`src/verilog/pcs_cfg.svh`:
```
`ifndef PCS_CFG_SVH
`define PCS_CFG_SVH

// block widths
`define PCS_NB_CODED 66
`define PCS_NB_TAGGED 67
`define PCS_NB_SH 2

// x^58 + x^39 + 1 scrambler
`define PCS_NB_SCRAMBLER 58
// x^39 tap, counted from the oldest bit of the state
`define PCS_TAP 19
`define PCS_SEED 0

// lock acquisition, consecutive good headers
`define PCS_LOCK_GOOD 64

// lock loss, bad headers inside one window
`define PCS_LOCK_WINDOW 64
`define PCS_LOCK_BAD 16

`endif
```
`src/verilog/pcs_pkg.sv`:
```
`default_nettype none

`include "pcs_cfg.svh"

package pcs_pkg;

	// 2-bit sync header, 00 and 11 are invalid
	typedef enum logic [`PCS_NB_SH-1:0]
	{
		SH_DATA = 2'b01,
		SH_CTRL = 2'b10
	} sync_header_e;

	typedef enum logic [1:0]
	{
		LOCK_INIT,
		LOCK_SEARCH,
		LOCK_GOOD
	} lock_state_e;

	// control header, block type 0x1e, eight idle characters
	localparam logic [`PCS_NB_CODED-1:0] IDLE_BLOCK = 66'h2_1E00_0000_0000_0000;

endpackage

`default_nettype wire

```
`src/verilog/pcs_scrambler_loop.sv`:
```
`timescale 1ns/1ps
`default_nettype none

`include "pcs_cfg.svh"

module pcs_scrambler_loop
(
	input logic i_clock,
	input logic i_reset,
	input logic i_enable,
	input logic i_valid,
	input logic i_bypass,
	input logic i_aligner_tag,
	input logic i_idle_pattern_mode,
	input logic [`PCS_NB_CODED-1:0] i_data,
	output logic [`PCS_NB_TAGGED-1:0] o_tx_data,
	output logic [`PCS_NB_CODED-1:0] o_rx_data,
	output logic o_rx_tag,
	output logic o_rx_valid,
	output logic o_block_lock,
	output pcs_pkg::lock_state_e o_lock_state
);

	logic scrambler_bypass;
	logic tx_valid;

	// tagged blocks must cross the line unscrambled
	assign scrambler_bypass = i_bypass | i_aligner_tag;

	pcs_scrambler u_scrambler
	(
		.i_clock(i_clock),
		.i_reset(i_reset),
		.i_enable(i_enable),
		.i_valid(i_valid),
		.i_bypass(scrambler_bypass),
		.i_aligner_tag(i_aligner_tag),
		.i_idle_pattern_mode(i_idle_pattern_mode),
		.i_data(i_data),
		.o_data(o_tx_data),
		.o_valid(tx_valid)
	);

	// loopback into the receive side
	pcs_descrambler u_descrambler
	(
		.i_clock(i_clock),
		.i_reset(i_reset),
		.i_data(o_tx_data),
		.i_valid(tx_valid),
		.o_data(o_rx_data),
		.o_tag(o_rx_tag),
		.o_valid(o_rx_valid)
	);

	pcs_block_lock u_block_lock
	(
		.i_clock(i_clock),
		.i_reset(i_reset),
		.i_valid(o_rx_valid),
		.i_sync_header(o_rx_data[`PCS_NB_CODED-1 -: `PCS_NB_SH]),
		.o_block_lock(o_block_lock),
		.o_lock_state(o_lock_state)
	);

endmodule

`default_nettype wire

```
`src/verilog/pcs_block_lock.sv`:
```
`timescale 1ns/1ps
`default_nettype none

`include "pcs_cfg.svh"

module pcs_block_lock
(
	input logic i_clock,
	input logic i_reset,
	input logic i_valid,
	input logic [`PCS_NB_SH-1:0] i_sync_header,
	output logic o_block_lock,
	output pcs_pkg::lock_state_e o_lock_state
);

	import pcs_pkg::*;

	localparam int NB_GOOD = $clog2(`PCS_LOCK_GOOD);
	localparam int NB_WINDOW = $clog2(`PCS_LOCK_WINDOW);
	localparam int NB_BAD = $clog2(`PCS_LOCK_BAD);

	logic [NB_GOOD-1:0] good_count;
	logic [NB_WINDOW-1:0] window_count;
	logic [NB_BAD-1:0] bad_count;
	logic sh_ok;

	assign sh_ok = (i_sync_header == SH_DATA) || (i_sync_header == SH_CTRL);

	always_ff @(posedge i_clock)
	begin
		if (i_reset)
		begin
			o_lock_state <= LOCK_INIT;
			o_block_lock <= 1'b0;
			good_count <= '0;
			window_count <= '0;
			bad_count <= '0;
		end
		else if (i_valid)
		begin
			case (o_lock_state)
				LOCK_INIT:
				begin
					// first block already counts toward lock
					o_lock_state <= LOCK_SEARCH;
					good_count <= sh_ok ? NB_GOOD'(1) : '0;
				end
				LOCK_SEARCH:
				begin
					if (!sh_ok)
						good_count <= '0;
					else if (good_count == NB_GOOD'(`PCS_LOCK_GOOD - 1))
					begin
						o_lock_state <= LOCK_GOOD;
						o_block_lock <= 1'b1;
						good_count <= '0;
						window_count <= '0;
						bad_count <= '0;
					end
					else
						good_count <= good_count + 1'b1;
				end
				LOCK_GOOD:
				begin
					if (!sh_ok && bad_count == NB_BAD'(`PCS_LOCK_BAD - 1))
					begin
						o_lock_state <= LOCK_SEARCH;
						o_block_lock <= 1'b0;
						good_count <= '0;
					end
					else if (window_count == NB_WINDOW'(`PCS_LOCK_WINDOW - 1))
					begin
						// window closed so counting starts afresh
						window_count <= '0;
						bad_count <= '0;
					end
					else
					begin
						window_count <= window_count + 1'b1;
						bad_count <= bad_count + NB_BAD'(!sh_ok);
					end
				end
				default:
				begin
					o_lock_state <= LOCK_INIT;
					o_block_lock <= 1'b0;
				end
			endcase
		end
	end

	a_lock_matches_state: assert property (
		@(posedge i_clock) disable iff (i_reset)
		o_block_lock == (o_lock_state == LOCK_GOOD)
	);

	// lock always goes through a search phase
	a_no_init_to_good: assert property (
		@(posedge i_clock) disable iff (i_reset)
		(o_lock_state == LOCK_INIT) |=> (o_lock_state != LOCK_GOOD)
	);

endmodule

`default_nettype wire

```
`src/verilog/pcs_descrambler.sv`:
```
`timescale 1ns/1ps
`default_nettype none

`include "pcs_cfg.svh"

module pcs_descrambler
#(
	parameter logic [`PCS_NB_SCRAMBLER-1:0] SEED = `PCS_SEED
)
(
	input logic i_clock,
	input logic i_reset,
	input logic [`PCS_NB_TAGGED-1:0] i_data,
	input logic i_valid,
	output logic [`PCS_NB_CODED-1:0] o_data,
	output logic o_tag,
	output logic o_valid
);

	localparam int NB_PAYLOAD = `PCS_NB_CODED - `PCS_NB_SH;

	logic [`PCS_NB_SCRAMBLER-1:0] descrambler_state;
	logic [`PCS_NB_SCRAMBLER-1:0] state_next;
	logic [NB_PAYLOAD-1:0] payload_in;
	logic [NB_PAYLOAD-1:0] descrambled_payload;
	logic tag_in;

	assign tag_in = i_data[`PCS_NB_TAGGED-1];
	assign payload_in = i_data[NB_PAYLOAD-1:0];

	// received line bits feed the state, so a wrong seed washes out in one block
	always_comb
	begin
		state_next = descrambler_state;
		for (int i = NB_PAYLOAD - 1; i >= 0; i--)
		begin
			descrambled_payload[i] = payload_in[i] ^ state_next[0] ^ state_next[`PCS_TAP];
			state_next = {payload_in[i], state_next[`PCS_NB_SCRAMBLER-1:1]};
		end
	end

	// tagged blocks were never scrambled, state holds
	always_ff @(posedge i_clock)
	begin
		if (i_reset)
			descrambler_state <= SEED;
		else if (i_valid && !tag_in)
			descrambler_state <= state_next;
	end

	always_ff @(posedge i_clock)
	begin
		if (i_reset)
		begin
			o_data <= '0;
			o_tag <= 1'b0;
		end
		else if (i_valid)
		begin
			o_tag <= tag_in;
			if (tag_in)
				o_data <= i_data[`PCS_NB_CODED-1:0];
			else
				o_data <= {i_data[`PCS_NB_CODED-1 -: `PCS_NB_SH], descrambled_payload};
		end
	end

	always_ff @(posedge i_clock)
	begin
		if (i_reset)
			o_valid <= 1'b0;
		else
			o_valid <= i_valid;
	end

	a_no_valid_after_reset: assert property (
		@(posedge i_clock) i_reset |=> !o_valid
	);

endmodule

`default_nettype wire

```
`src/verilog/pcs_scrambler.sv`:
```
`timescale 1ns/1ps
`default_nettype none

`include "pcs_cfg.svh"

module pcs_scrambler
#(
	parameter logic [`PCS_NB_SCRAMBLER-1:0] SEED = `PCS_SEED
)
(
	input logic i_clock,
	input logic i_reset,
	input logic i_enable,
	input logic i_valid,
	input logic i_bypass,
	input logic i_aligner_tag,
	input logic i_idle_pattern_mode,
	input logic [`PCS_NB_CODED-1:0] i_data,
	output logic [`PCS_NB_TAGGED-1:0] o_data,
	output logic o_valid
);

	import pcs_pkg::*;

	localparam int NB_PAYLOAD = `PCS_NB_CODED - `PCS_NB_SH;

	logic [`PCS_NB_SCRAMBLER-1:0] scrambler_state;
	logic [`PCS_NB_SCRAMBLER-1:0] state_next;
	logic [NB_PAYLOAD-1:0] payload_in;
	logic [NB_PAYLOAD-1:0] scrambled_payload;
	logic [`PCS_NB_SH-1:0] sync_header;
	logic accept;

	assign accept = i_enable && i_valid;
	assign sync_header = i_data[`PCS_NB_CODED-1 -: `PCS_NB_SH];

	// bit-serial scrambler unrolled over the payload, msb first
	always_comb
	begin
		state_next = scrambler_state;
		if (i_idle_pattern_mode)
			payload_in = IDLE_BLOCK[NB_PAYLOAD-1:0];
		else
			payload_in = i_data[NB_PAYLOAD-1:0];
		for (int i = NB_PAYLOAD - 1; i >= 0; i--)
		begin
			scrambled_payload[i] = payload_in[i] ^ state_next[0] ^ state_next[`PCS_TAP];
			// newest output bit enters at the top
			state_next = {scrambled_payload[i], state_next[`PCS_NB_SCRAMBLER-1:1]};
		end
	end

	// state only moves on scrambled blocks
	always_ff @(posedge i_clock)
	begin
		if (i_reset)
			scrambler_state <= SEED;
		else if (accept && !i_bypass)
			scrambler_state <= state_next;
	end

	always_ff @(posedge i_clock)
	begin
		if (i_reset)
		begin
			o_data <= '0;
		end
		else if (accept)
		begin
			o_data[`PCS_NB_TAGGED-1] <= i_aligner_tag;
			if (i_bypass)
				o_data[`PCS_NB_CODED-1:0] <= i_data;
			else
				o_data[`PCS_NB_CODED-1:0] <= {sync_header, scrambled_payload};
		end
	end

	// one registered valid level per accepted block
	always_ff @(posedge i_clock)
	begin
		if (i_reset)
			o_valid <= 1'b0;
		else
			o_valid <= accept;
	end

	// bypassed block reaches the output untouched, tag included
	a_bypass_passthrough: assert property (
		@(posedge i_clock) disable iff (i_reset)
		(i_enable && i_valid && i_bypass) |=>
			(o_data == {$past(i_aligner_tag), $past(i_data)})
	);

endmodule

`default_nettype wire

```
`config.mk`:
```
export PLATFORM = sky130hd
export DESIGN_NAME = pcs_scrambler_loop
export DESIGN_NICKNAME = d
export VERILOG_FILES = /design/src/verilog/pcs_pkg.sv /design/src/verilog/pcs_scrambler_loop.sv /design/src/verilog/pcs_block_lock.sv /design/src/verilog/pcs_descrambler.sv /design/src/verilog/pcs_scrambler.sv
export VERILOG_INCLUDE_DIRS = /design/src /design/src/verilog
export SDC_FILE = /design/constraint.sdc
export NUM_CORES = 1
export LEC_CHECK = 0
export ABC_AREA = 1
export BUFFER_PORTS_ARGS = -buffer_cell sky130_fd_sc_hd__clkbuf_2
export CAP_MARGIN = 0
export CORE_ASPECT_RATIO = 1.25
export CORE_MARGIN = 1
export CORE_UTILIZATION = 40
export DETAILED_ROUTE_END_ITERATION = 16
export GPL_TIMING_DRIVEN = 0
export SETUP_SLACK_MARGIN = 0.02
export SLEW_MARGIN = 20
export SYNTH_ARGS = -nofsm -noshare
export SYNTH_HDL_FRONTEND = slang
export SYNTH_SLANG_ARGS = --single-unit
```
`constraint.sdc`:
```
create_clock -name i_clock -period 2.04 [get_ports i_clock]
set_clock_uncertainty 0.2 [all_clocks]
set_input_delay 0.204 -clock i_clock [delete_from_list [all_inputs] [get_ports i_clock]]
set_output_delay 0.204 -clock i_clock [all_outputs]
set_load 0.02 [all_outputs]
```
Word level (Yosys, flattened, before mapping)
Cells that the tools add are included.
- eq/ne operators: 11
- reductions and logical operators: 15
- bitwise logic cells: 258
- add/sub/neg operators: 3
- multiplexer cells: 26
- operators with widths (cell ; number):
    XOR 1 bit ; 256
    2-to-1 mux 64 bit ; 3
    2-to-1 mux 6 bit ; 7
    case mux 6 bit (3 select lines) ; 1
    2-to-1 mux 4 bit ; 4
    adder 6 x 1 -> 6 bit (second input constant) ; 2
    equality test 6 bit (second input constant) ; 2
    case mux 6 bit (2 select lines) ; 1
    AND reduction 5 bit ; 2
    case mux 4 bit (2 select lines) ; 1
    2-to-1 mux 2 bit ; 3
    != test 2 x 1 -> 1 bit (second input constant) ; 3
    case mux 2 bit (3 select lines) ; 1
    adder 4 x 1 -> 4 bit ; 1
    equality test 2 x 1 -> 1 bit (second input constant) ; 2
    equality test 2 bit (second input constant) ; 2
    equality test 4 bit (second input constant) ; 1
    logical AND 1 bit ; 4
    2-to-1 mux 1 bit ; 4
    AND reduction 4 bit ; 1
    logical NOT 1 bit ; 3
    case mux 1 bit (3 select lines) ; 1
    AND reduction 3 bit ; 1
    nonzero test 3 bit ; 1
    6 further kinds ; 6
- flip-flop bits (word level): 271
- output and inout bits: 138
- bits of input ports: 73

Depth between registers and ports, before layout
Gate-level depths: netlist (run 1).
- depth after elaboration: 7
- mapped depth: 11
- gate-level depth less buffers: 10

Cells and area by module
From an unflattened synthesis (run 1), not the netlist that was laid out.
- cell total of the unflattened synthesis: 2166
- area total of the unflattened synthesis: 14415.1 µm²
- modules (own cells, without submodules) (module ; sequential area each (µm²) ; cells an instance ; area an instance (µm²) ; instances):
    pcs_descrambler ; 2522.4 ; 1071 ; 6852.8 ; 1
    pcs_scrambler ; 2522.4 ; 890 ; 6273.5 ; 1
    pcs_block_lock ; 380.4 ; 202 ; 1277.5 ; 1
    pcs_scrambler_loop ; 0.0 ; 3 ; 11.3 ; 1

Worst setup path before layout (run 1)
No wires, ideal clock.
- kind: register -> register
- start: register u_block_lock.o_lock_state[0]
- end: register u_block_lock.bad_count[2]
- clock period less this slack: 1.885 ns
- required time: 1.725 ns
- cell stages (with the launch flop): 11
- arrival time: 1.570 ns
- setup slack: 0.155 ns
- cell sequence: dfxtp_1 > inv_1 > ha_1 > buf_2 > inv_1 > nand2_1 > o21ai_2 > nor2_4 > buf_6 > a21oi_1 > nor2_1
- cells in the longest elaborated chain, start to end: 3
- ends and longest elaborated chain (item ; RTL line ; text):
    start, declared ; pcs_block_lock.sv:13 ; output pcs_pkg::lock_state_e o_lock_state
    start signal, assigned ; pcs_block_lock.sv:33 ; o_lock_state <= LOCK_INIT;
    start signal, assigned ; pcs_block_lock.sv:45 ; o_lock_state <= LOCK_SEARCH;
    start signal, assigned ; pcs_block_lock.sv:54 ; o_lock_state <= LOCK_GOOD;
    equality test 2 bit / equality test 2 x 1 -> 1 bit (equally long branches) ; pcs_block_lock.sv:41 ; case (o_lock_state)
    != test 2 bit (no line), or another cell as far along ; - ;
    AND reduction 5 bit (no line) ; - ;
    end signal, assigned ; pcs_block_lock.sv:80 ; bad_count <= bad_count + NB_BAD'(!sh_ok);
    end, declared ; pcs_block_lock.sv:24 ; logic [NB_BAD-1:0] bad_count;
Parallel ways exist; a longest one is shown, timed or not.
A chain may end at the register's enable or synchronous reset.

Final worst setup path (run 1)
- start: register u_scrambler.o_data[54]
- end: output port o_tx_data[54]
- RTL lines (item ; RTL line ; text):
    start, declared ; pcs_scrambler.sv:19 ; output logic [`PCS_NB_TAGGED-1:0] o_data,
    start signal, assigned by index ; pcs_scrambler.sv:70 ; o_data[`PCS_NB_TAGGED-1] <= i_aligner_tag;
    start signal, assigned by index ; pcs_scrambler.sv:72 ; o_data[`PCS_NB_CODED-1:0] <= i_data;
    start signal, assigned by index ; pcs_scrambler.sv:74 ; o_data[`PCS_NB_CODED-1:0] <= {sync_header, scrambled_payload};
    end, declared ; pcs_scrambler_loop.sv:16 ; output logic [`PCS_NB_TAGGED-1:0] o_tx_data,
No word-level cell between the ends.

==> results of run 1 <==
## registers in the layout, indices dropped and copies added (netlist names)
register,cells
u_scrambler.scrambler_state,58
u_descrambler.descrambler_state,58
u_block_lock.good_count,6
u_descrambler.o_valid,1
u_scrambler.o_valid,1
u_scrambler.o_data,67
u_block_lock.o_block_lock,1
u_block_lock.window_count,6
u_block_lock.bad_count,4
u_descrambler.o_tag,1
u_block_lock.o_lock_state,2
u_descrambler.o_data,66
## stage by stage
stage	setup TNS (ns)	util	area, sq um
after global routing	0	0.507	16200
after detailed placement	-10.64	0.458	14700
after floorplan	0	-	13100
after CTS	0	0.506	16200
final	0	0.507	16200
after global placement	-11.41	0.458	14700
## synthesized netlist by cell type (all sizes together)
master / count / share of area
or2: 12 / 0.0057
nor2: 239 / 0.070
dfxtp: 271 / 0.41
nand3: 64 / 0.025
a22oi: 51 / 0.029
a21oi: 200 / 0.077
a31oi: 13 / 0.0062
nand2b: 1 / 0.00048
clkinv: 1 / 0.00029
nand2: 459 / 0.13
nand3b: 13 / 0.0074
xnor2: 38 / 0.026
o221ai: 64 / 0.043
buf: 45 / 0.018
nor3b: 2 / 0.0011
clkbuf: 56 / 0.016
ha: 8 / 0.0076
o21ai: 152 / 0.058
o31ai: 1 / 0.00057
nor3: 2 / 0.00076
xor2: 25 / 0.017
inv: 154 / 0.044
nand4: 1 / 0.00048
## timing repair
item	in CTS	in global routing
setup endpoints to repair	39	13
hold buffers	67	0
endpoints found under the hold margin	95	0
resized for setup	1	5
buffers inserted	0	2
pin swaps	0	1
## routing by layer
| layer | GRT usage | routed length (um) |
|---|---|---|
| met3 | 0.0313 | 3430 |
| met5 | 0 | 0 |
| met2 | 0.557 | 26000 |
| met4 | 0.189 | 3530 |
| met1 | 0.393 | 21700 |
## path summary, 6_finish.rpt
check                                               from                                      to  slack (ns)
hold / removal                       i_idle_pattern_mode     u_scrambler.o_data[60]$_SDFFE_PP0P_        0.07
setup reg to reg     u_scrambler.o_data[66]$_SDFFE_PP0P_   u_descrambler.o_data[27]$_SDFFE_PP0P_        0.15
setup / recovery     u_scrambler.o_data[54]$_SDFFE_PP0P_                           o_tx_data[54]        0.09
hold reg to reg   u_block_lock.o_block_lock$_SDFFE_PP0P_  u_block_lock.o_block_lock$_SDFFE_PP0P_        0.25
## area by class of cell
| type | instances | share of cell area |
|---|---|---|
| Multi-Input combinational cell | 1345 | 0.410 |
| Sequential cell | 271 | 0.334 |
| Tap cell | 412 | 0.0317 |
| Timing Repair Buffer | 278 | 0.107 |
| Buffer | 101 | 0.0278 |
| Clock inverter | 3 | 0.00177 |
| Clock buffer | 44 | 0.0519 |
| Inverter | 155 | 0.0360 |
## logic make-up after synthesis
logic type,synth area share
fa+ha+maj,0.00763
simple gates,0.244
flops,0.414
compound gates,0.214
xor+xnor,0.0427
buf+inv,0.0783
## where the power goes
part	internal (uW)	switching (uW)	total (uW)	leakage, uW
logic	637	1130	1760	0.00473
clock network	2820	2240	5060	0.000421
registers	5520	357	5870	0.00221
total	8970	3720	12700	0.00735
==> impl_metrics.tcl, run 1 <==
set metrics [dict create \
    outcome "finished clean" \
    clkSinkCount 271 \
    critPathArrivalTime_ns 1.55 \
    seqCellArea_sq_mm 0.00543 \
    start_util 0.409 \
    overflow 0 \
    core_sq_mm 0.0321 \
    end_kind "output port" \
    slowest_stage "dfxtp_1" \
    cts_tree "done" \
    dp_hpwl_um 41600 \
    ys_seq_area_frac 0.414 \
    crit_required_ns 1.64 \
    cp_cell_sequence "clkbuf_2" \
    finalCriticalPeriod_ns 1.95 \
    path_class "flip-flop to output port" \
    crit_fanout 7 \
    cellPowerDensity_mw_per_mm2 781 \
    setup_viol 0 \
    routabilityCongestion 0.947 \
    rsz0062_at_grt "false" \
    cp_top_family "flip-flops" \
    antenna_found_initial 0 \
    final_cell_mix "nand2_1 (454), dfxtp_1 (271), nor2_1 (234)" \
    crit_cells 1 \
    ios 211 \
    drtPass1Iterations 6 \
    synth_seq_cells 271 \
    syn2layout_area_growth_pct 23.9 \
    p_total_uw 12700 \
    hold-path-cell-count 5 \
    die_area_sq_mm 0.0335 \
    p_leak_uw 0.00735 \
    num_antenna_cells 0 \
    drt-initial-drc-count 1210 \
    max-slew-margin-rel 0.368 \
    wl_per_cell_um 21.0 \
    dp.cells 2493 \
    synth_cell_type_count 36 \
    syn_avg_cell_area_sq_um 7.00 \
    reg2reg_depth 7 \
    maxCapViolCount 0 \
    syn_inst 1872 \
    crit_buf_inv 1 \
    fin_cells 2609 \
    slew_violations 0 \
    whs_ns 0.0670 \
    grt_use_total 0.325 \
    ant_nets 0 \
    yosys_warnings 0 \
    tightest_slew_ns 0.948 \
    synthesis.area_sq_mm 0.0131 \
    place_ws_ns -0.327 \
    clock-root-buffer "clkbuf_16" \
    routed_via_density 5.51 \
    peakVddDrop_v 0.000605 \
    multi_input_area_sq_mm 0.00666 \
    die_w_um 164 \
    final_common_cell "nand2_1" \
    fin_ws_ns 0.0891 \
    worstSetupStartpointType "flip-flop" \
    htree_levels 1 \
    grt_max_degree 16 \
    grt_pass1_vias 13100 \
    drc 0 \
    cts_buffers 30 \
    nets 2263 \
    slowest_delay_ns 0.68 \
    die_height_um 204 \
    synthesis.nets 1953 \
    period_share 0.956 \
    io_buffer_count 209 \
    num_rows 73 \
    clkLatencyLatePin_ns 0.57 \
    wirelength_um 54700 \
    final_hold_viol_count 0 \
    path_clk_slew_ns 0.07 \
    drive_gt1_frac 0.147 \
    max_freq_mhz 513 \
    clk_path_buf_depth 3 \
    nFillCells 3241 \
    grt_pass1_wl_um 79900 \
    vias 14400 \
    hold_class "input pin to flip-flop" \
]
No activity file was read; power rests on OpenSTA's default activity.
==> inputs of run 2 (changes only) <==
--- a/config.mk
+++ b/config.mk
@@ -9,11 +9,11 @@
 export ABC_AREA = 1
 export BUFFER_PORTS_ARGS = -buffer_cell sky130_fd_sc_hd__clkbuf_2
 export CAP_MARGIN = 0
-export CORE_ASPECT_RATIO = 1.25
 export CORE_MARGIN = 1
-export CORE_UTILIZATION = 40
+export CORE_UTILIZATION = 45
 export DETAILED_ROUTE_END_ITERATION = 16
 export GPL_TIMING_DRIVEN = 0
+export PLACE_DENSITY = 0.66
 export SETUP_SLACK_MARGIN = 0.02
 export SLEW_MARGIN = 20
 export SYNTH_ARGS = -nofsm -noshare
==> run 2 against run 1 <==
Compared with the run above: the flow now finishes with violations (DRC); largest cell class unchanged; worst hold slack lost 0.028 ns; non-clock buffer count unchanged; core utilization is 6.5 points higher; cell count decreased by 0.69%; first-iteration DRC count rose by 30%; routed wire length decreased by 4.4%; critical path depth stayed put; sequential share of layout area down 0.30 points; combinational power about the same; register-to-register slack hardly changed; power grew 5.8%; sequential power is essentially flat.
==> impl_metrics.tcl, run 2 (synthesis results as in run 1) <==
set metrics [dict create \
    drive_gt1_frac 0.153 \
    slew_violations 0 \
    maxCapViolCount 0 \
    routed_via_density 5.62 \
    crit_required_ns 1.64 \
    drtPass1Iterations 11 \
    finalCriticalPeriod_ns 1.95 \
    syn2layout_area_growth_pct 25.0 \
    clkLatencyLatePin_ns 0.58 \
    end_kind "output port" \
    peakVddDrop_v 0.000775 \
    top_regs "u_scrambler.o_data x67, u_descrambler.o_data x66" \
    p_total_uw 13400 \
    startpoint "u_scrambler.o_data[54]$_SDFFE_PP0P_" \
    period_share 0.955 \
    rsz0062_at_grt "false" \
    clkSinkCount 271 \
    setup_viol 0 \
    vias 14600 \
    finalCoreUtilization 0.571 \
    slowest_stage "dfxtp_1" \
    path_class "flip-flop to output port" \
    max_freq_mhz 513 \
    die_w_um 173 \
    clk_path_buf_depth 3 \
    cp_top_family "flip-flops" \
    totalNegativeSetupSlack_ns 0 \
    cts_tree "done" \
    ios 211 \
    largest_reg_flops 67 \
    wirelength_um 52300 \
    final_common_cell "nand2_1" \
    antenna_found_initial 0 \
    fin_cells 2591 \
    final_hold_viol_count 0 \
    regMostFlops "u_scrambler.o_data" \
    crit_buf_inv 1 \
    wl_per_cell_um 20.2 \
    nets 2264 \
    dp_hpwl_um 39600 \
    io_buffer_count 209 \
    num_antenna_cells 0 \
    ant_nets 0 \
    die_area_sq_mm 0.0298 \
    overflow 0 \
    max-slew-margin-rel 0.447 \
    critPathArrivalTime_ns 1.55 \
    routabilityCongestion 0.970 \
    drc 3 \
    path_clk_slew_ns 0.06 \
    slowest_delay_ns 0.69 \
    die_height_um 173 \
    hold_start "i_idle_pattern_mode" \
    clock-root-buffer "clkbuf_16" \
    cts_buffers 31 \
    tightest_slew_ns 0.830 \
    hold_class "input pin to flip-flop" \
    crit_fanout 7 \
    grt_max_degree 17 \
    worstSetupStartpointType "flip-flop" \
    grt_pass1_vias 13400 \
    final_cell_mix "nand2_1 (454), dfxtp_1 (270), nor2_1 (234)" \
    fin_ws_ns 0.0909 \
    grt_use_total 0.341 \
    dp.cells 2465 \
    grt_pass1_wl_um 77800 \
    start_util 0.457 \
    outcome "finished with violations" \
    drt-initial-drc-count 1572 \
    place_ws_ns -0.263 \
    violations "DRC" \
    cellPowerDensity_mw_per_mm2 819 \
    r2r-start "u_block_lock.o_lock_state[0]$_SDFFE_PP0P_" \
    p_leak_uw 0.00745 \
    num_rows 62 \
    htree_levels 1 \
    core_sq_mm 0.0287 \
    cp_cell_sequence "clkbuf_2" \
]
[run 2: cell types whose count changed in the layout (fill, tap and decap cells not counted), moves of 2 or more]
cell | before | now
clkbuf_8 | 4 | 7
clkinv_2 | 1 | 4
bufinv_16 | 0 | 3
clkinvlp_4 | 2 | 4
clkbuf_1 | 63 | 61
[run 2: final timing paths]
check,cells past startpoint,end,slack (ns)
setup / recovery,1,o_tx_data[54],0.09
hold / removal,5,u_scrambler.o_data[60]$_SDFFE_PP0P_,0.04
setup reg to reg,10,u_block_lock.window_count[3]$_SDFFE_PP0P_,0.16
hold reg to reg,2,u_block_lock.o_block_lock$_SDFFE_PP0P_,0.25
[run 2: per-stage QoR]
| stage | hold slack, ns | instance area (sq um) |
|---|---|---|
| detailed placement | 0.246 | 14600 |
| global route | 0.0715 | 16400 |
| finish | 0.0390 | 16400 |
| global placement | 0.242 | 14600 |
| CTS | 0.0172 | 16400 |
| floorplan | 0.107 | 13100 |
[run 2: timing repair]
item / 4_1_cts / 5_1_grt
pin swaps: 0 / 1
setup buffers: 1 / 1
hold buffers: 67 / 0
gates resized for setup: 2 / 6
endpoints found under the setup margin: 21 / 12
endpoints found under the hold margin: 94 / 0
[run 2: area by class of cell]
class	instances	area, sq um
fill	2770	12300
multi-input combinational	1345	6670
sequential	271	5430
timing repair buffer	278	1730
clock buffer	46	902
inverter	155	586
tap	384	480
buffer	101	449
clock inverter	11	153
[run 2: layer usage]
layer	track usage	vias to the layer above	part of all wire
li1	-	6857	-
met3	0.0488	128	0.098
met5	0	-	0
met1	0.445	6764	0.40
met4	0.144	0	0.042
met2	0.566	806	0.46
[run 2: where the power goes]
group	internal [uW]	leakage (uW)	switching [uW]
Sequential	5510	0.00221	357
Combinational	636	0.00473	1110
Clock	3440	0.000510	2370
